### src/design/cpu_pkg.sv
package cpu_pkg;

	localparam int data_width = 32;

	// instruction field positions
	localparam int op_lsb = 25;
	localparam int rt_lsb = 20;
	localparam int ra_lsb = 15;
	localparam int rb_lsb = 10;
	localparam int sv_lsb = 8;
	localparam int br_sub_bit = 14;

	typedef enum logic [5:0] {
		ty_base = 6'b100000,
		addi    = 6'b101000,
		ori     = 6'b101100,
		xori    = 6'b101011,
		movi    = 6'b100010,
		lwi     = 6'b000010,
		swi     = 6'b001010,
		ty_ls   = 6'b011100,
		ty_b    = 6'b100110,
		jj      = 6'b100100
	} opcode_t;

	typedef enum logic [4:0] {
		add    = 5'b00000,
		sub    = 5'b00001,
		and_op = 5'b00010,
		xor_op = 5'b00011,
		or_op  = 5'b00100,
		slli   = 5'b01000,
		srli   = 5'b01001,
		rotri  = 5'b01011
	} base_sub_t;

	typedef enum logic [7:0] {
		lw = 8'b00000010,
		sw = 8'b00001010
	} ls_sub_t;

	// bit 14 of a ty_b word
	localparam logic beq = 1'b0;
	localparam logic bne = 1'b1;

	typedef enum logic [2:0] {
		src2_rb, src2_imm, src2_imm15_sl2, src2_rb_sv, src2_rt
	} alu_src2_t;

	typedef enum logic [1:0] {ext_zero5, ext_sign15, ext_zero15, ext_sign20} imm_ext_t;
	typedef enum logic [1:0] {wb_alu, wb_imm, wb_mem} wb_sel_t;
	typedef enum logic [1:0] {pc_plus4, pc_branch, pc_jump} pc_sel_t;

	typedef enum logic [3:0] {
		alu_add, alu_sub, alu_and, alu_or, alu_xor, alu_srl, alu_sll, alu_ror
	} alu_op_t;

endpackage

### src/design/pc_unit.sv
module pc_unit #(
	parameter int im_words = 256
) (
	input  logic                             clock,
	input  logic                             reset,
	input  logic                             enable_writeback,
	input  cpu_pkg::pc_sel_t                 pc_select,
	input  logic [13:0]                      imm_14bit,
	input  logic [23:0]                      imm_24bit,
	output logic [cpu_pkg::data_width-1:0]   pc
);
	import cpu_pkg::*;

	// byte address bits covering the program store
	localparam int pc_bits = $clog2(im_words) + 2;

	logic [pc_bits-1:0]    pc_reg;
	logic [data_width-1:0] pc_next;

	assign pc = {{(data_width-pc_bits){1'b0}}, pc_reg};

	// offsets are halfword counts
	always_comb begin
		case (pc_select)
			pc_branch: pc_next = pc + {{17{imm_14bit[13]}}, imm_14bit, 1'b0};
			pc_jump:   pc_next = pc + {{7{imm_24bit[23]}}, imm_24bit, 1'b0};
			default:   pc_next = pc + 32'd4;
		endcase
	end

	always_ff @(posedge clock or posedge reset) begin
		if (reset) begin
			pc_reg <= '0;
		end else if (enable_writeback) begin
			pc_reg <= pc_next[pc_bits-1:0];
		end
	end

	a_pc_aligned: assert property (@(posedge clock) disable iff (reset) pc_reg[1:0] == 2'b00)
		else $error("pc not word aligned: %h", pc);

endmodule

### config.mk
export PLATFORM = sky130hd
export DESIGN_NAME = pc_unit
export DESIGN_NICKNAME = d
export VERILOG_FILES = /design/src/design/cpu_pkg.sv /design/src/design/pc_unit.sv
export SDC_FILE = /design/constraint.sdc
export NUM_CORES = 1
export LEC_CHECK = 0
export BUFFER_PORTS_ARGS = -buffer_cell sky130_fd_sc_hd__buf_2
export CAP_MARGIN = 20
export CORE_ASPECT_RATIO = 1.25
export CORE_MARGIN = 5
export CORE_UTILIZATION = 45
export DETAILED_ROUTE_END_ITERATION = 12
export PLACE_DENSITY = 0.95
export RECOVER_POWER = 100
export SLEW_MARGIN = 0
export SYNTH_ARGS = -nofsm -noshare
export SYNTH_HDL_FRONTEND = slang
export SYNTH_SLANG_ARGS = --single-unit
### constraint.sdc
create_clock -name clock -period 5.6 [get_ports clock]
set_input_delay 0.56 -clock clock [delete_from_list [all_inputs] [get_ports clock]]
set_output_delay 0.56 -clock clock [all_outputs]
set_load 0.03 [all_outputs]
# ---- After elaboration in Yosys (flattened, before gate mapping)
# Cells that the tools add are included.
dict set report totals {
  reg_bits 10
  word_cells 7
}
dict set report classes {
  n_addsub 3
  eq_ne 2
  mux 1
}
# op count
set op_table {}
lappend op_table {{$add A10 B10 Y10} 2}
lappend op_table {{$pmux W10 S2} 1}
lappend op_table {{$add A10 B3 Y10 const B} 1}
lappend op_table {{$eq A2 B1 Y1 const B} 1}
lappend op_table {{$eq A2 B2 Y1 const B} 1}

# ---- Longest topological paths before layout
dict set report logic_depth {
  word_depth 2
  mapped_depth 12
}

# ---- Worst setup path before layout
# No wires, ideal clock.
dict set report synth_path {
  kind {input to register}
  startpoint {input port pc_select[0]}
  endpoint {register pc_reg[7]}
  t_arrival_ns 2.990
  slack_ns 2.528
  path_stages 12
  n_path_buf 1
  cell_sequence {inv_1 ha_1 clkbuf_1 mux2_2 ha_1 fa_1 nand3_1 a21boi_1 o21ai_1 mux2_1 a211o_1 a31oi_1}
}
dict set report synth_between {
  elab_chain_cells 2
  elab_cells_between_ends 3
  cone_classes {eq/ne (2); mux (1)}
}
# element line_no
set synth_rtl {}
lappend synth_rtl {{start: declaration} pc_unit.sv:7} ;# input cpu_pkg::pc_sel_t pc_select,
lappend synth_rtl {{$eq A2 B2 Y1 / $eq A2 B1 Y1 (equally long branches)} pc_unit.sv:24} ;# case (pc_select)
lappend synth_rtl {{$pmux W10 S2 *} pc_unit.sv:24}
lappend synth_rtl {{end signal: assignment} pc_unit.sv:35} ;# pc_reg <= pc_next[pc_bits-1:0];
lappend synth_rtl {{end: declaration} pc_unit.sv:17} ;# logic [pc_bits-1:0] pc_reg;
# Mark *: on every way between the ends. The rest lies on a longest branch, timed or not.
# A chain may end at the register's enable or synchronous reset.

# ---- Worst setup path in the final report
# Ends and elaborated chain as after synthesis.

==> summary.txt <==
GRT
  – Largest net degree at the start of global routing: 20
  – Initial antenna violation count: 0
  – Gr ovfl total: 0
  – First-pass GRT wire length: around 3.6 mm
  – All-Layer GR Usage: 0.131
  – Vias in the first global route: 887

Floorplanning
  – Die width: 54.9 um
  – Die area: 3630 um2
  – FP Rows: 20
  – I/O pin count: 75
  – Initial Util: 0.466
  – Die Y: 66.1 um
  – Core box area: 2430 um2

Final layout
  – Layout cells sized above 1: 0.217
  – Commonest non-fill, non-tap cell in the layout: conb_1
  – Area Growth Syn to Fin: 6.63%
  – Antenna diode count: 0
  – Fillers: around 260
  – Nets: about 220
  – Most frequent cells in the layout: conb_1 (23), buf_2 (22), nand2_1 (13)
  – Post-Layout Cell Count: around 190
  – Number of flip-flops under the largest register name: 9

Critical path
  – Setup crit end kind: flip-flop
  – Worst reg2reg path depth: 8
  – Worst r2r src: pc_reg[1]$_DFFE_PP0P_
  – R2r endpoint: pc_reg[7]$_DFFE_PP0P_
  – Crit start category: primary input
  – Worst EP arrival: 3.30 ns
  – Critical path type: primary input to flip-flop
  – CP max FO: 9
  – FF-to-FF setup slack: 3.31 ns
  – WP data required: 5.77 ns

Power
  – Pleak: 0.000597 uW
  – Tot Pwr: roughly 590 uW
  – Peak supply drop: 0.000199 V
  – PwrDens: 492 nW/um2

Clock tree
  – CTS buffer count: 3
  – Sink Count: 9
  – Hold_buf cts: 0
  – Worst-Skew Late Latency: 0.26 ns
  – H-tree Lvls: 1
  – Post_cts resized: 0
  – Root buf cell: clkbuf_4
  – CTS tree: yes
  – Max clock buf depth: 2
  – Post-CTS setup buffer count: 0
  – Clock transition at path regs: 0.06 ns

Timing
  – Tightest Pin Transition: 0.515 ns
  – Period utilization: 0.559
  – Final Critical Period: 3.13 ns
  – Final setup viols: 0
  – RSZ-0062 raised after global routing: no
  – Slew headroom: 0.657
  – Sum Neg Setup Slack: 0 ns
  – Fmax: 320 MHz
  – Final slew viol count: 0
  – Fin. Hold Viols: 0
  – Clk_skew: between 0.0015 and 0.002 ns

Synth
  – Post-synthesis mux area share: 0.136
  – Async set-or-reset flop fraction in the synthesized netlist: 1.00
  – Synth Instances: approximately 130
  – Post-synthesis sequential area ratio: 0.199
  – Seq cells post-synth: 9
  – Avg Inst Size Synth: 8.64 um2
  – Post-Synth XOR/XNOR Area: 0.0387
  – Post-Syn Area: roughly 1100 um2
  – Main combinational cell family by area after synthesis: buffers and inverters
  – Most used DFF post-synth: dfrtp_1
  – Area share of fa/ha/maj cells after synthesis: 0.128
  – Compound-Gate Fraction of Synth Area: 0.173
  – Number of flops mapped to enable cells by yosys: 0
  – Count of cell types in the netlist: 36
  – Synth Warn #: 0
  – Synth Area in Simple Gates: 0.124

Placed design
  – Placed cells: 190
  – Port bufs: 31
  – HPWL Detailed: 1.89 mm
  – Placer congestion estimate: 0.872

Drt
  – Pre-antenna DRT Iters: 4
  – Iteration-0 DRC Markers: 8
  – DR vias: 973
  – Routed len/inst: 12.1 um
  – Post-route ant nets: 0
  – Drt total wl: between 2 and 2.5 mm
  – Via density per instance: 5.02
  – Residual DRC: 0

Run status
  – Status: finished, final reports clean

Run
  – MaxCap Viol Count: 0

Hold path
  – Path category of the worst min-delay check: primary input to async pin
## area by class of cell
type                            instances  area (um2)  share of cell area
Timing Repair Buffer                   31         144               0.119
Clock buffer                            4        26.3              0.0218
Sequential cell                         9         225               0.187
Tap cell                               33        41.3              0.0342
Inverter                                3        11.3             0.00933
Multi-Input combinational cell        114         759               0.629
## where the power goes
| group | switching, uW | internal, uW | leakage, uW | total [uW] |
|---|---|---|---|---|
| clock network | 22.8 | 27.5 | 0.0000150 | 50.3 |
| registers | 52.6 | 97.3 | 0.000105 | 150 |
| logic | 241 | 152 | 0.000478 | 394 |
## cell usage after synthesis (2+ instances only)
cell type / n / area [um2]
mux2i_1: 3 / 30.0
buf_6: 2 / 22.5
mux2_2: 10 / 113
inv_1: 3 / 11.3
buf_4: 23 / 173
nor2_1: 3 / 11.3
xnor2_1: 3 / 26.3
o21ai_0: 7 / 35.0
xor2_1: 2 / 17.5
a21oi_1: 9 / 45.0
ha_1: 10 / 125
nand3_1: 8 / 40.0
nand2_1: 13 / 48.8
o22ai_1: 3 / 18.8
dfrtp_1: 9 / 225
nand2b_1: 2 / 12.5
a31oi_1: 2 / 12.5
## worst max-delay path by stage
| stage | slack, ns | startpoint | endpoint | cells after the start |
|---|---|---|---|---|
| final | 2.47 | pc_select[0] | pc_reg[7]$_DFFE_PP0P_ | 12 |
| after global routing | 2.29 | pc_select[0] | pc_reg[7]$_DFFE_PP0P_ | 12 |
| after CTS | 2.49 | pc_select[0] | pc_reg[7]$_DFFE_PP0P_ | 12 |
| after detailed placement | 2.21 | pc_select[0] | pc_reg[7]$_DFFE_PP0P_ | 12 |
| after global placement | 2.31 | pc_select[0] | pc_reg[7]$_DFFE_PP0P_ | 12 |
| after floorplan | 2.53 | pc_select[0] | pc_reg[7]$_DFFE_PP0P_ | 12 |
## worst max-delay path, cell delays in order
cell	delay (ns)
buf_2	0.09
inv_1	0.04
ha_1	0.42
mux2_2	0.39
ha_1	0.21
fa_1	0.41
nand3_1	0.11
a21boi_1	0.07
o21ai_0	0.18
mux2_1	0.34
a211o_1	0.29
a31oi_1	0.19
## metal layers
| metal | routed length (um) | vias to the layer above | global-route usage | share of wire |
|---|---|---|---|---|
| met1 | 1000 | 448 | 0.171 | 0.43 |
| met4 | 10 | 0 | 0.00935 | 0.0043 |
| li1 | - | 485 | - | - |
| met2 | 1150 | 38 | 0.220 | 0.49 |
| met5 | 0 | - | 0 | 0 |
| met3 | 180 | 2 | 0.0339 | 0.077 |
## stage by stage
stage | worst slack, ns | util | hold slack [ns] | instance area [um2]
after floorplan | 2.53 | - | 0.388 | 1210
after global placement | 2.31 | 0.494 | 0.463 | 1200
after detailed placement | 2.21 | 0.494 | 0.456 | 1200
after CTS | 2.49 | 0.505 | 0.265 | 1220
after global routing | 2.29 | 0.497 | 0.276 | 1210
final | 2.47 | 0.497 | 0.253 | 1210
## logic make-up (layout without fill, tap and decap cells)
| logic type | count (synthesis) | after routing |
|---|---|---|
| AOI/OAI and AO/OA | 31 | 31 |
| and+or+nand+nor | 30 | 30 |
| other | 1 | 23 |
| muxes | 14 | 14 |
| adders and majority gates | 11 | 11 |
| buffers and inverters | 30 | 38 |
| xor gates and xnor gates | 5 | 5 |
| DFF | 9 | 9 |
Power figures use the tool's default switching activity.
