<file path="config.mk">
export PLATFORM = sky130hd
export DESIGN_NAME = operand_select
export DESIGN_NICKNAME = d
export VERILOG_FILES = /design/src/design/cpu_pkg.sv /design/src/design/operand_select.sv
export SDC_FILE = /design/constraint.sdc
export NUM_CORES = 1
export LEC_CHECK = 0
export BUFFER_PORTS_ARGS = -buffer_cell sky130_fd_sc_hd__buf_2
export CAP_MARGIN = 40
export CELL_PAD_IN_SITES_DETAIL_PLACEMENT = 0
export CELL_PAD_IN_SITES_GLOBAL_PLACEMENT = 2
export CORE_MARGIN = 10
export CORE_UTILIZATION = 20
export DETAILED_ROUTE_END_ITERATION = 7
export PLACE_DENSITY = 0.82
export SLEW_MARGIN = 0
export SYNTH_ARGS = -nofsm -noshare
export SYNTH_HDL_FRONTEND = slang
export SYNTH_SLANG_ARGS = --single-unit
</file>
<file path="constraint.sdc">
create_clock -name vclk -period 2.3
set_input_delay 0.345 -clock vclk [all_inputs]
set_output_delay 0.345 -clock vclk [all_outputs]
set_load 0.02 [all_outputs]
</file>
<file path="src/design/cpu_pkg.sv">
package cpu_pkg;

	localparam int data_width = 32;

	// instruction field positions
	localparam int op_lsb = 25;
	localparam int rt_lsb = 20;
	localparam int ra_lsb = 15;
	localparam int rb_lsb = 10;
	localparam int sv_lsb = 8;
	localparam int br_sub_bit = 14;

	typedef enum logic [5:0] {
		ty_base = 6'b100000,
		addi    = 6'b101000,
		ori     = 6'b101100,
		xori    = 6'b101011,
		movi    = 6'b100010,
		lwi     = 6'b000010,
		swi     = 6'b001010,
		ty_ls   = 6'b011100,
		ty_b    = 6'b100110,
		jj      = 6'b100100
	} opcode_t;

	typedef enum logic [4:0] {
		add    = 5'b00000,
		sub    = 5'b00001,
		and_op = 5'b00010,
		xor_op = 5'b00011,
		or_op  = 5'b00100,
		slli   = 5'b01000,
		srli   = 5'b01001,
		rotri  = 5'b01011
	} base_sub_t;

	typedef enum logic [7:0] {
		lw = 8'b00000010,
		sw = 8'b00001010
	} ls_sub_t;

	// bit 14 of a ty_b word
	localparam logic beq = 1'b0;
	localparam logic bne = 1'b1;

	typedef enum logic [2:0] {
		src2_rb, src2_imm, src2_imm15_sl2, src2_rb_sv, src2_rt
	} alu_src2_t;

	typedef enum logic [1:0] {ext_zero5, ext_sign15, ext_zero15, ext_sign20} imm_ext_t;
	typedef enum logic [1:0] {wb_alu, wb_imm, wb_mem} wb_sel_t;
	typedef enum logic [1:0] {pc_plus4, pc_branch, pc_jump} pc_sel_t;

	typedef enum logic [3:0] {
		alu_add, alu_sub, alu_and, alu_or, alu_xor, alu_srl, alu_sll, alu_ror
	} alu_op_t;

endpackage

</file>
<file path="src/design/operand_select.sv">
module operand_select (
	input  cpu_pkg::imm_ext_t                imm_extend_select,
	input  cpu_pkg::alu_src2_t               alu_src2_select,
	input  logic [4:0]                       imm_5bit,
	input  logic [14:0]                      imm_15bit,
	input  logic [19:0]                      imm_20bit,
	input  logic [1:0]                       sub_op_sv,
	input  logic [cpu_pkg::data_width-1:0]   rb_value,
	input  logic [cpu_pkg::data_width-1:0]   rt_value,
	output logic [cpu_pkg::data_width-1:0]   extended_imm,
	output logic [cpu_pkg::data_width-1:0]   alu_operand_b
);
	import cpu_pkg::*;

	always_comb begin
		case (imm_extend_select)
			ext_zero5:  extended_imm = {27'b0, imm_5bit};
			ext_sign15: extended_imm = {{17{imm_15bit[14]}}, imm_15bit};
			ext_zero15: extended_imm = {17'b0, imm_15bit};
			ext_sign20: extended_imm = {{12{imm_20bit[19]}}, imm_20bit};
			default:    extended_imm = '0;
		endcase
	end

	// word offset for lwi/swi, signed like the other offsets
	always_comb begin
		case (alu_src2_select)
			src2_imm:       alu_operand_b = extended_imm;
			src2_imm15_sl2: alu_operand_b = {{15{imm_15bit[14]}}, imm_15bit, 2'b00};
			src2_rb_sv:     alu_operand_b = rb_value << sub_op_sv;
			src2_rt:        alu_operand_b = rt_value;
			default:        alu_operand_b = rb_value;
		endcase
	end

endmodule

</file>
=== Yosys cells after proc, flatten, opt, wreduce, memory -nomap -nowiden ===
Cells that the tools add are included.

* Add/subtract/negate cells: 0
* Multipliers: 0
* Divide/modulo/power cells: 0
* Order comparisons: 0
* Equality and inequality tests: 7
* Shift operators: 1
* Muxes and demuxes: 2
* Bitwise logic cells: 0
* Reductions and logical operators: 1

{| class="wikitable"
|+ Operators by type and width
! kind !! count
|-
| $pmux W32 S4 || 2
|-
| $shl A32 B2 Y32 || 1
|-
| $eq A3 B2 Y1 const B || 2
|-
| $eq A2 B2 Y1 const B || 2
|-
| $eq A3 B1 Y1 const B || 1
|-
| $eq A3 B3 Y1 const B || 1
|-
| $eq A2 B1 Y1 const B || 1
|-
| $logic_not A2 Y1 || 1
|}

* Register bits: 0
* Bits in latches: 0
* RAM bits: 0
* Bits in read-only memories: 0
* Input port bits: 111
* Word-level logic and storage cells: 11
* Memories: 0

=== Depth between registers and ports, before layout ===
* Depth in word-level cells: 3
* Gate-level depth with buffers: 7

=== Worst setup path after synthesis ===
OpenSTA, ideal clock, no wires.

* Path kind: input to output
* From: input port imm_extend_select[0]
* To: output port extended_imm[20] (netlist bit)
* Arrival: 1.944 ns
* Setup slack: 0.011 ns
* Cell stages on the path: 5
* Path buffers: 3
* Cell sequence: buf_2 inv_1 clkbuf_1 a21oi_1 buf_4

* Longest elaborated chain between the ends: 2
* Elaborated cells between the ends (all ways): 5
* Those cells by class: eq/ne (3); mux (1); reduce/logical (1)

{| class="wikitable"
|+ Ends and longest elaborated chain
! item !! line !! RTL
|-
| start: declaration || operand_select.sv:2 || <nowiki>input cpu_pkg::imm_ext_t imm_extend_select,</nowiki>
|-
| $eq A2 B2 Y1, or another cell as far along || operand_select.sv:16 || <nowiki>case (imm_extend_select)</nowiki>
|-
| $pmux W32 S4 (*) || operand_select.sv:16 ||
|-
| end: declaration || operand_select.sv:10 || <nowiki>output logic [cpu_pkg::data_width-1:0] extended_imm,</nowiki>
|}

Mark *: on every way between the ends. The rest lies on a longest branch, timed or not.

=== Worst setup path after layout ===
* From: input port sub_op_sv[0]
* To: output port alu_operand_b[5] (netlist bit)

* Longest elaborated chain between the ends: 2

{| class="wikitable"
|+ Ends and longest elaborated chain
! item !! line !! RTL
|-
| start: declaration || operand_select.sv:7 || <nowiki>input logic [1:0] sub_op_sv,</nowiki>
|-
| $shl A32 B2 Y32 || operand_select.sv:30 || <nowiki>src2_rb_sv: alu_operand_b = rb_value << sub_op_sv;</nowiki>
|-
| $pmux W32 S4 || operand_select.sv:27 || <nowiki>case (alu_src2_select)</nowiki>
|-
| end: declaration || operand_select.sv:11 || <nowiki>output logic [cpu_pkg::data_width-1:0] alu_operand_b</nowiki>
|}

No other way between the ends.

==> run_results.csv <==
group,metric,value,unit
worst_setup_path,critPathTopFamily,"buffers and inverters",
synthesis,yosysTopAreaCell,"mux2i_1",
sta,slew_headroom,64.08,%
worst_hold_path,min_path_cells,3,
synthesis,synthesis.nets,434,
detailed_routing,dr.pass1.iters,4,
layout,multi_input_area,2033,um^2
synthesis,ys_types,48,
layout,ff_latch_area,0,um^2
worst_setup_path,end_kind,"output port",
layout,design.seq.count,0,
sta,timing.fmax,473.5,MHz
worst_hold_path,hold_path_end,"alu_operand_b[31]",
floorplan,rows,39,
global_route,gr-total-overflow,0,
power,p_leak,1.708,nW
worst_setup_path,crit_chain,"buf_2 -> buf_4 -> mux2i_1 -> o22ai_1 -> o32a_1 -> buf_2",
global_route,grt_pass1_wl,18.68,mm
power,ir_drop,0.00009563,V
synthesis,synthesis.area,2316,um^2
detailed_routing,drc,0,
detailed_routing,viasPerCell,5.104,
synthesis,synth_common_cells,"63 x mux2i_1, 26 x nor2_1, 21 x buf_4",
floorplan,die_width,127.6,um
sta,setup_tns,0,ns
floorplan,io-pin-count,175,
sta,timing.final.crit_period,2.112,ns
layout,utilization,29.90,%
worst_setup_path,cp.depth,6,
worst_setup_path,setup.worst_path.start_class,"primary input",
synthesis,avgSynthCellArea,7.170,um^2
worst_setup_path,cp_common_cell,"buf_2",
detailed_routing,num_vias,3236,
layout,n_clock_buffer,0,
synthesis,seq_area_frac_synth,0,%
worst_setup_path,path_class,"primary input to output port",
synthesis,yosys_warnings,0,
global_route,track_usage,13.79,%
synthesis,synthTopCellsByArea,"mux2i_1 27%, buf_4 6.8%, o22a_1 6.1%, o221ai_1 4.5%, o2bb2ai_1 4.5%",
placement,dpl.hpwl,10.86,mm
synthesis,yosysTopAreaCellShare,27.23,%
layout,drive_above_1_share,45.81,%
global_route,antenna_found_initial,2,
floorplan,die_area,16280,um^2
detailed_routing,drtIter0Drc,176,
sta,final_hold_viol_count,0,
synthesis,syn_inst,323,
detailed_routing,wl_per_cell,19.66,um
worst_setup_path,cp_slowest_cell,"mux2i_1",
floorplan,start_util,20.37,%
placement,io_buffers,175,
global_route,grt_max_degree,37,
layout,synthToLayoutAreaGrowth,46.79,%
worst_setup_path,cp_max_fo,11,
sta,tightest_slew,0.5377,ns
worst_setup_path,crit_buf_inv,3,
sta,drv_slew,0,
floorplan,core,11370,um^2
global_route,grt_pass1_vias,3332,
clocking,holdBufCountCts,0,
worst_setup_path,worstPathArrival,1.77,ns
worst_setup_path,slowest_delay,0.32,ns
status,status,"finished clean",
floorplan,dieHeight,127.6,um
worst_hold_path,hold_path_class,"primary input to output port",
flow_run,maxCapViolCount,0,
sta,setup_violations,0,
synthesis,yosysMostFrequentCell,"mux2i_1",
layout,layout.nets,602,
worst_setup_path,cp.required,1.96,ns
worst_hold_path,hold_path_startpoint,"rb_value[31]",
placement,gp_congestion,0.7994,
sta,rsz0062_at_grt,"false",
detailed_routing,wirelength,12.46,mm
detailed_routing,postRouteAntennaNets,0,
layout,nFillCells,1260,
power,power_density,257.8,nW/um^2
sta,fin_crit_sh,91.82,%
-- report_power, final --
group	leakage (nW)	switching, mW	total (mW)	internal (mW)
logic	1.71	0.513	0.876	0.363
registers	0	0	0	0
clock network	0.0000127	0	0.000000116	0.000000116
-- worst max-delay path by stage --
stage	start	to	slack, ns
2_1_floorplan	imm_extend_select[0]	extended_imm[20]	0.01
3_3_place_gp	imm_extend_select[1]	alu_operand_b[16]	0.13
3_5_place_dp	imm_extend_select[1]	alu_operand_b[16]	0.13
4_1_cts	imm_extend_select[1]	alu_operand_b[16]	0.13
5_1_grt	imm_extend_select[1]	alu_operand_b[18]	0.05
6_report	sub_op_sv[0]	alu_operand_b[5]	0.19
-- cells in the final DEF, fill, tap and decap left out, types with 2 or more instances in the layout --
cell	synthesis	final
a211oi_1	3	3
o22a_1	16	16
o32a_1	4	4
mux2i_1	63	63
buf_2	13	175
a22oi_1	2	2
nor2_2	3	3
a221o_1	2	2
or3_1	2	2
mux2_2	5	5
o211ai_1	4	4
and3_1	2	2
a22o_1	4	4
or2_2	2	2
a41oi_1	2	2
o221ai_1	12	12
o22ai_1	10	10
and2_1	3	3
o2bb2ai_1	12	12
nor2_1	26	26
nand3_1	5	5
a32oi_1	2	2
nand2_1	20	20
o21a_1	3	3
inv_1	4	4
nor2b_1	4	4
a32o_1	2	2
o21ai_0	15	15
a21oi_1	17	17
buf_4	21	32
a221oi_1	2	2
a31oi_1	3	3
nand2b_1	12	12
diode_2	0	2
buf_12	0	2
-- final cells by class --
cell class / count / area share, %
multi-input combinational: 275 / 59.81
inverter: 4 / 0.4417
antenna: 2 / 0.1472
tap: 143 / 5.263
timing repair buffer: 210 / 34.34
-- stage by stage --
stage,worst slack (ns),instances,area [um^2],power [mW],hold slack (ns)
final,0.1881,634,3400,0.8765,1.068
after global routing,0.05044,633,3397,0.9471,1.095
after CTS,0.1274,632,3391,0.8850,1.076
after detailed placement,0.1342,632,3391,0.8822,1.076
after global placement,0.1329,632,3391,0.8760,1.072
after floorplan,0.01073,323,2316,0.5391,0.8686
-- metal layers --
metal	vias up	wire length [um]	global-route usage [%]	share of wire (%)
met2	97	6548	25.87	53
met1	1546	5208	16.62	42
met3	4	661	2.440	5.3
met4	0	45	0.6623	0.36
li1	1589	-	-	-
met5	-	0	0	0
-- logic make-up (layout without fill, tap and decap cells) --
| logic type | after synthesis | after routing | synth area share, % |
|---|---|---|---|
| AO/OA/AOI/OAI | 119 | 119 | 38.20 |
| XOR/XNOR | 2 | 2 | 0.7565 |
| buffers and inverters | 48 | 214 | 12.53 |
| multiplexers | 68 | 68 | 29.66 |
| other | 0 | 2 | 0 |
| AND/OR/NAND/NOR | 86 | 86 | 18.85 |
-- timing repair --
action / CTS / global route
endpoints found under the hold margin: 0 / 0
endpoints found under the setup margin: 0 / 1
gates resized for setup: 0 / 1
buffers inserted: 0 / 0
Note: power is estimated with default switching activity, not from simulation.
