===== src/design/cpu_pkg.sv =====
package cpu_pkg;

	localparam int data_width = 32;

	// instruction field positions
	localparam int op_lsb = 25;
	localparam int rt_lsb = 20;
	localparam int ra_lsb = 15;
	localparam int rb_lsb = 10;
	localparam int sv_lsb = 8;
	localparam int br_sub_bit = 14;

	typedef enum logic [5:0] {
		ty_base = 6'b100000,
		addi    = 6'b101000,
		ori     = 6'b101100,
		xori    = 6'b101011,
		movi    = 6'b100010,
		lwi     = 6'b000010,
		swi     = 6'b001010,
		ty_ls   = 6'b011100,
		ty_b    = 6'b100110,
		jj      = 6'b100100
	} opcode_t;

	typedef enum logic [4:0] {
		add    = 5'b00000,
		sub    = 5'b00001,
		and_op = 5'b00010,
		xor_op = 5'b00011,
		or_op  = 5'b00100,
		slli   = 5'b01000,
		srli   = 5'b01001,
		rotri  = 5'b01011
	} base_sub_t;

	typedef enum logic [7:0] {
		lw = 8'b00000010,
		sw = 8'b00001010
	} ls_sub_t;

	// bit 14 of a ty_b word
	localparam logic beq = 1'b0;
	localparam logic bne = 1'b1;

	typedef enum logic [2:0] {
		src2_rb, src2_imm, src2_imm15_sl2, src2_rb_sv, src2_rt
	} alu_src2_t;

	typedef enum logic [1:0] {ext_zero5, ext_sign15, ext_zero15, ext_sign20} imm_ext_t;
	typedef enum logic [1:0] {wb_alu, wb_imm, wb_mem} wb_sel_t;
	typedef enum logic [1:0] {pc_plus4, pc_branch, pc_jump} pc_sel_t;

	typedef enum logic [3:0] {
		alu_add, alu_sub, alu_and, alu_or, alu_xor, alu_srl, alu_sll, alu_ror
	} alu_op_t;

endpackage


===== src/design/controller.sv =====
module controller (
	input  logic                             clock,
	input  logic                             reset,
	input  logic [cpu_pkg::data_width-1:0]   instruction,
	input  logic                             alu_zero,
	output logic                             enable_fetch,
	output logic                             enable_decode,
	output logic                             enable_execute,
	output logic                             enable_memaccess,
	output logic                             enable_writeback,
	output logic [4:0]                       reg_ra_addr,
	output logic [4:0]                       reg_rb_addr,
	output logic [4:0]                       reg_rt_addr,
	output logic [4:0]                       imm_5bit,
	output logic [13:0]                      imm_14bit,
	output logic [14:0]                      imm_15bit,
	output logic [19:0]                      imm_20bit,
	output logic [23:0]                      imm_24bit,
	output logic [1:0]                       sub_op_sv,
	output cpu_pkg::alu_op_t                 alu_op,
	output cpu_pkg::alu_src2_t               alu_src2_select,
	output cpu_pkg::imm_ext_t                imm_extend_select,
	output cpu_pkg::wb_sel_t                 write_reg_select,
	output cpu_pkg::pc_sel_t                 pc_select,
	output logic                             dm_read,
	output logic                             dm_write_request,
	output logic                             do_reg_write
);
	import cpu_pkg::*;

	typedef enum logic [2:0] {
		st_fetch, st_decode, st_execute, st_memaccess, st_writeback
	} state_t;

	state_t                state;
	logic [data_width-1:0] instruction_reg;
	opcode_t               opcode;
	base_sub_t             sub_op_base;
	ls_sub_t               sub_op_ls;
	logic                  sub_op_b;

	always_ff @(posedge clock or posedge reset) begin
		if (reset) begin
			state <= st_fetch;
		end else begin
			case (state)
				st_fetch:     state <= st_decode;
				st_decode:    state <= st_execute;
				st_execute:   state <= st_memaccess;
				st_memaccess: state <= st_writeback;
				default:      state <= st_fetch;
			endcase
		end
	end

	assign enable_fetch     = (state == st_fetch);
	assign enable_decode    = (state == st_decode);
	assign enable_execute   = (state == st_execute);
	assign enable_memaccess = (state == st_memaccess);
	assign enable_writeback = (state == st_writeback);

	// all decode below works off this copy
	always_ff @(posedge clock or posedge reset) begin
		if (reset) begin
			instruction_reg <= '0;
		end else if (enable_fetch) begin
			instruction_reg <= instruction;
		end
	end

	assign opcode      = opcode_t'(instruction_reg[op_lsb +: 6]);
	assign sub_op_base = base_sub_t'(instruction_reg[4:0]);
	assign sub_op_ls   = ls_sub_t'(instruction_reg[7:0]);
	assign sub_op_b    = instruction_reg[br_sub_bit];
	assign sub_op_sv   = instruction_reg[sv_lsb +: 2];

	assign reg_rt_addr = instruction_reg[rt_lsb +: 5];
	assign reg_ra_addr = instruction_reg[ra_lsb +: 5];
	assign reg_rb_addr = instruction_reg[rb_lsb +: 5];
	assign imm_5bit    = instruction_reg[rb_lsb +: 5];
	assign imm_14bit   = instruction_reg[13:0];
	assign imm_15bit   = instruction_reg[14:0];
	assign imm_20bit   = instruction_reg[19:0];
	assign imm_24bit   = instruction_reg[23:0];

	always_comb begin
		alu_op            = alu_add;
		alu_src2_select   = src2_rb;
		imm_extend_select = ext_zero5;
		write_reg_select  = wb_alu;
		dm_read           = 1'b0;
		dm_write_request  = 1'b0;
		do_reg_write      = 1'b0;
		case (opcode)
			ty_base: begin
				do_reg_write = 1'b1;
				case (sub_op_base)
					add:    alu_op = alu_add;
					sub:    alu_op = alu_sub;
					and_op: alu_op = alu_and;
					or_op:  alu_op = alu_or;
					xor_op: alu_op = alu_xor;
					srli, slli, rotri: begin
						alu_src2_select = src2_imm;
						if (sub_op_base == srli) begin
							alu_op = alu_srl;
						end else if (sub_op_base == slli) begin
							alu_op = alu_sll;
						end else begin
							alu_op = alu_ror;
						end
					end
					default: do_reg_write = 1'b0;
				endcase
			end
			addi, ori, xori: begin
				alu_src2_select   = src2_imm;
				imm_extend_select = (opcode == addi) ? ext_sign15 : ext_zero15;
				alu_op            = (opcode == addi) ? alu_add :
					(opcode == ori) ? alu_or : alu_xor;
				do_reg_write      = 1'b1;
			end
			movi: begin
				imm_extend_select = ext_sign20;
				write_reg_select  = wb_imm;
				do_reg_write      = 1'b1;
			end
			lwi, swi: begin
				alu_src2_select  = src2_imm15_sl2;
				write_reg_select = wb_mem;
				dm_read          = (opcode == lwi);
				dm_write_request = (opcode == swi);
				do_reg_write     = (opcode == lwi);
			end
			ty_ls: begin
				alu_src2_select  = src2_rb_sv;
				write_reg_select = wb_mem;
				dm_read          = (sub_op_ls == lw);
				dm_write_request = (sub_op_ls == sw);
				do_reg_write     = (sub_op_ls == lw);
			end
			ty_b: begin
				// compare only, zero flag means equal
				alu_op          = alu_sub;
				alu_src2_select = src2_rt;
			end
			default: begin
			end
		endcase
	end

	always_comb begin
		pc_select = pc_plus4;
		if (opcode == ty_b) begin
			if ((sub_op_b == beq && alu_zero) || (sub_op_b == bne && !alu_zero)) begin
				pc_select = pc_branch;
			end
		end else if (opcode == jj) begin
			pc_select = pc_jump;
		end
	end

	a_one_enable: assert property (@(posedge clock) disable iff (reset)
		$onehot({enable_fetch, enable_decode, enable_execute, enable_memaccess,
			enable_writeback}))
		else $error("state enables not one-hot");

	a_rw_exclusive: assert property (@(posedge clock) disable iff (reset)
		!(dm_read && dm_write_request))
		else $error("load and store requested together");

endmodule


===== config.mk =====
export PLATFORM = sky130hd
export DESIGN_NAME = controller
export DESIGN_NICKNAME = d
export VERILOG_FILES = /design/src/design/cpu_pkg.sv /design/src/design/controller.sv
export SDC_FILE = /design/constraint.sdc
export NUM_CORES = 1
export LEC_CHECK = 0
export BUFFER_PORTS_ARGS = -buffer_cell sky130_fd_sc_hd__buf_2
export CAP_MARGIN = 25
export CORE_MARGIN = 3
export CORE_UTILIZATION = 48
export CTS_BUF_LIST = sky130_fd_sc_hd__clkbuf_8
export CTS_CLUSTER_SIZE = 10
export DETAILED_ROUTE_END_ITERATION = 8
export PLACE_DENSITY = 0.88
export RECOVER_POWER = 25
export SLEW_MARGIN = 20
export SYNTH_ARGS = -nofsm -noshare
export SYNTH_HDL_FRONTEND = slang
export SYNTH_SLANG_ARGS = --single-unit

===== constraint.sdc =====
create_clock -name clock -period 4.35 [get_ports clock]
set_input_delay 0.87 -clock clock [delete_from_list [all_inputs] [get_ports clock]]
set_output_delay 0.87 -clock clock [all_outputs]
set_load 0.05 [all_outputs]

[Word level (Yosys, flattened, before mapping)]
Index checks and enable logic that the tools add are counted.
Storage, ports and cells
  bits in registers: 34
  logic and storage cells: 57
Operators by class
  bitwise operators: 1
  equal/unequal tests: 23
  multiplexer cells: 19
  reduce and logical (&&, ||, !) cells: 12
Operators by type and width (number)
  equality test 6 bit (second input constant): 7
  one-hot mux 3 bit (5 select lines): 2
  equality test 5 x 4 -> 1 bit (second input constant): 3
  one-hot mux 3 bit (4 select lines): 1
  equality test 5 x 2 -> 1 bit (second input constant): 2
  one-hot mux 3 bit (3 select lines): 1
  OR reduction 3 bit: 3
  equality test 8 x 2 -> 1 bit (second input constant): 1
  equality test 8 x 4 -> 1 bit (second input constant): 1
  two-way mux 2 bit: 4
  one-hot mux 2 bit (2 select lines): 2
  OR reduction 8 bit: 1
  equality test 3 x 2 -> 1 bit (second input constant): 2
  equality test 6 x 2 -> 1 bit (second input constant): 1
  equality test 6 x 4 -> 1 bit (second input constant): 1
  equality test 6 x 5 -> 1 bit (second input constant): 1
  two-way mux 3 bit: 2
  equality test 5 x 1 -> 1 bit (second input constant): 1
  equality test 5 x 3 -> 1 bit (second input constant): 1
  logical NOT 5 bit: 1
  two-way mux 1 bit: 4
  one-hot mux 1 bit (2 select lines): 2
  one-hot mux 1 bit (4 select lines): 1
  OR reduction 4 bit: 1
  other kinds (8): 9

[Depth between registers and ports, before layout]
  word-level depth: 5
  gate-level depth with buffers: 5
  depth with buffers taken out: 4

[Least setup slack after synthesis]
No wires, ideal clock.
  path kind: register to output
  from: register instruction_reg[29]
  to: output port imm_extend_select[0]
  stages on the path, launching flop included: 4
  data arrival time: 2.202 ns
  path slack: 1.278 ns
  required time: 3.480 ns
  path buffers: 1
  cell sequence: dfrtp_1 nand2b_1 buf_2 nor4_1
Between the ends
  word-level cells in the longest chain between the ends: 3
RTL lines
  start: declaration: RTL line controller.sv:36  | logic [data_width-1:0] instruction_reg;
  start signal: assignment: RTL line controller.sv:67  | instruction_reg <= instruction;
  equality test 6 bit (on tied branches): RTL line controller.sv:94, controller.sv:118
  OR reduction 3 bit / two-way mux 2 bit (equally long branches): RTL line controller.sv:94, controller.sv:118
  one-hot mux 2 bit (2 select lines) (*): RTL line controller.sv:94  | case (opcode)
  end: declaration: RTL line controller.sv:22  | output cpu_pkg::imm_ext_t imm_extend_select,
Mark *: on every way between the ends. The rest lies on a longest branch, timed or not.

[Worst setup path after layout]
  from: register instruction_reg[25]
  to: output port dm_write_request
Between the ends
  word-level cells in the longest chain between the ends: 3
RTL lines
  equality test 6 x 2 -> 1 bit / equality test 6 x 4 -> 1 bit (equally long branches): RTL line controller.sv:94, controller.sv:132
  OR reduction 2 bit
  one-hot mux 1 bit (2 select lines) (*): RTL line controller.sv:94
  end: declaration: RTL line controller.sv:26  | output logic dm_write_request,
Marks and branches as above.

==> impl_results.md <==
* Most used routing layer: met2
* Seq pwr share at 0.417
* Worst hold path class: reg2reg
* Nets at 334
* P_leak at 0.00133 uW
* Post-CTS setup buffer count at 0
* Post-synth EDFFs at 0
* Per-cell routed wire length at 13.6 um
* Top-area cell type share of the netlist area at 0.341
* Final Worst Setup Slack at 1.48 ns
* Grt met2 use at 0.285
* Tcrit/Tclk final at 0.659
* Switching share of power at 0.413
* Initial antenna violation count at 0
* CTS Buffer Depth at 2
* DP Worst Slack at 1.80 ns
* Worst Path Max Fanout at 10
* Setup TNS Final at 0 ns
* CP startpoint kind: register
* Synth area leaders: dfrtp_1 34%, buf_4 30%, mux2_2 13%, nor2_1 2.0%, xnor2_1 1.4%
* Worst Max-Slew Pin Slew at 1.78 ns
* Top-Level Pins at 151
* First-pass GRT wire length at 7800 um
* Hpwl dp at 3770 um
* Gates resized, CTS repair at 0
* Setup violations, final at 0
* Final-report hold violation count at 0
* Core ar. at 4880 um^2
* # H-tree levels at 2
* Switching Power at 353 uW
* Comb power frac at 0.328
* Vias in the first global route at 1609
* Max-Cap Viols at 2
* Gr usage total at 0.159
* CP Data Arrival Time at 2.00 ns
* Clock net sink count at 34
* Number of I/O port buffers at 148
* Residual DRC at 0
* CP required at 3.48 ns
* Max-slew headroom at the worst pin at -0.189
* Clk slew on worst S/H paths at 0.07 ns
* DIE AREA at 6100 um^2
* GR Util met3 at 0.0470
* Failing checks: max-capacitance violations, max-slew violations
* Status: finished with violations
* Final antenna-violating net count at 0
* Setup Crit Path Kind: reg2out
* FFs w/ async S/R, synth at 1.00
* Synth warn at 0
* Root Buffer: clkbuf_8
* Clock Skew at 0.00568 ns
* Min Clock Period, post-route at 2.87 ns
* RSZ-0062 raised after global routing: false
* Most frequent cell after synthesis: buf_4
* Internal at 502 uW
* Std-Cell Rows at 25
* Hold-fix buffers, CTS at 0
* Initial Utilization at 0.512
* Clk pwr share at 0.255
* Hold path depth at 1
* Global route overflow at 0
* Total count of max-transition violations in the final report at 69
* M1 GR Usage at 0.183
* Die H at 78.1 um
* N_diodes at 0
* DR vias at 1707
* Flops & latches, synth at 34
* Most instantiated cells after synthesis: 99 x buf_4, 34 x dfrtp_1, 28 x mux2_2, 13 x nor2_1
* Clk Latency, worst-skew pair at 0.28 ns
* Via/cell ratio at 4.66
* Pwr dens at 328 nW/um^2
* Largest net degree at the start of global routing at 35
* Area growth syn-to-layout at 4.21%
* First DRT Iteration DRCs at 49
* CTS tree: done
* First-pass DRT Iterations at 4
* Share of cells above drive strength 1 at 0.635
* Placer Congestion at 0.799
* R2R cell count at 3
* Max reg flops at 31
* Post-Syn Area at 2500 um^2
* Die Wd at 78.1 um
* Syn Area/Cell at 10.1 um^2
* Syn Nets at 283
* Crit end category: output pin
* Max IR drop VDD at 0.223 mV
* Fmax achieved at 0.349 GHz
* Sequential-to-total area share from yosys stat at 0.341
* Routed Wire Length at 4990 um
* Synthesized instance count at 248
* Yosys cell types at 44
* Cell taking the most area after synthesis: dfrtp_1
* CTS buffer count at 5
* Predominant post-synthesis flop cell: dfrtp_1
==> worst paths after layout <==
check | startpoint | to | slack (ns)
setup / recovery | instruction_reg[25] | dm_write_request | 1.48
hold / removal | state[2] | state[1] | 0.51
setup reg to reg | state[1] | instruction_reg[15] | 1.79
hold reg to reg | state[2] | state[1] | 0.51
max in group asynchronous | reset | instruction_reg[5] | 2.11
min in group asynchronous | reset | instruction_reg[28] | 1.22
==> per-stage QoR <==
step / utilization / power, uW / instance area, um^2 / std cells / hold WS [ns]
floorplan: - / 644 / 2500 / 248 / 0.482
detailed placement: 0.521 / 645 / 2540 / 359 / 0.489
finish: 0.533 / 854 / 2600 / 366 / 0.512
global placement: 0.521 / 641 / 2540 / 359 / 0.487
global route: 0.533 / 891 / 2600 / 366 / 0.553
CTS: 0.537 / 864 / 2620 / 366 / 0.517
==> layout by cell type, fill, tap and decap left out, types with 2 or more instances in the layout <==
cell type,instances
a21oi_1,3
o21ai_0,4
nor2_1,13
mux2_2,28
dfrtp_1,34
nand3_1,3
inv_1,4
nor4_1,3
or2_1,2
clkbuf_8,5
o21ai_1,3
buf_2,148
nand2b_1,2
and3b_1,2
nand2_1,4
nor2b_1,4
xnor2_1,4
nor3b_1,3
clkbuf_1,2
nor3_1,4
==> per-layer routing <==
| metal | up-vias | wire length, um |
|---|---|---|
| met5 | - | 0 |
| li1 | 830 | - |
| met3 | 4 | 351 |
| met1 | 801 | 1950 |
| met2 | 72 | 2650 |
| met4 | 0 | 41 |
==> cells by family (layout without fill, tap and decap cells) <==
family	after synthesis	in the layout	share of synthesized area
buffers and inverters	109	160	0.323
AND/OR/NAND/NOR	51	51	0.132
flip-flops	34	34	0.341
multiplexers	30	30	0.135
AO/OA/AOI/OAI	19	19	0.0536
XOR/XNOR	4	4	0.0140
other	1	1	0.00150
==> critical path, cell delays in order (launching register included) <==
cell      delay, ns
dfrtp_1        0.51
nand2b_4       0.21
or3_4          0.35
o32ai_1        0.31
buf_2          0.33
==> power by group through the flow <==
stage | combinational (uW) | sequential, uW | clock (uW)
after CTS | 284 | 356 | 224
after detailed placement | 283 | 362 | 0
after floorplan | 292 | 352 | 0
after global routing | 293 | 361 | 238
after global placement | 281 | 360 | 0
final | 281 | 356 | 218
==> final cells by class <==
class / count / area (um^2)
Inverter: 3 / 11.3
Multi-Input combinational cell: 105 / 828
Fill cell: 446 / 2280
Timing Repair Buffer: 150 / 748
Clock buffer: 5 / 68.8
Tap cell: 67 / 83.8
Clock inverter: 2 / 11.3
Sequential cell: 34 / 851
No activity file was read; power rests on OpenSTA's default activity.
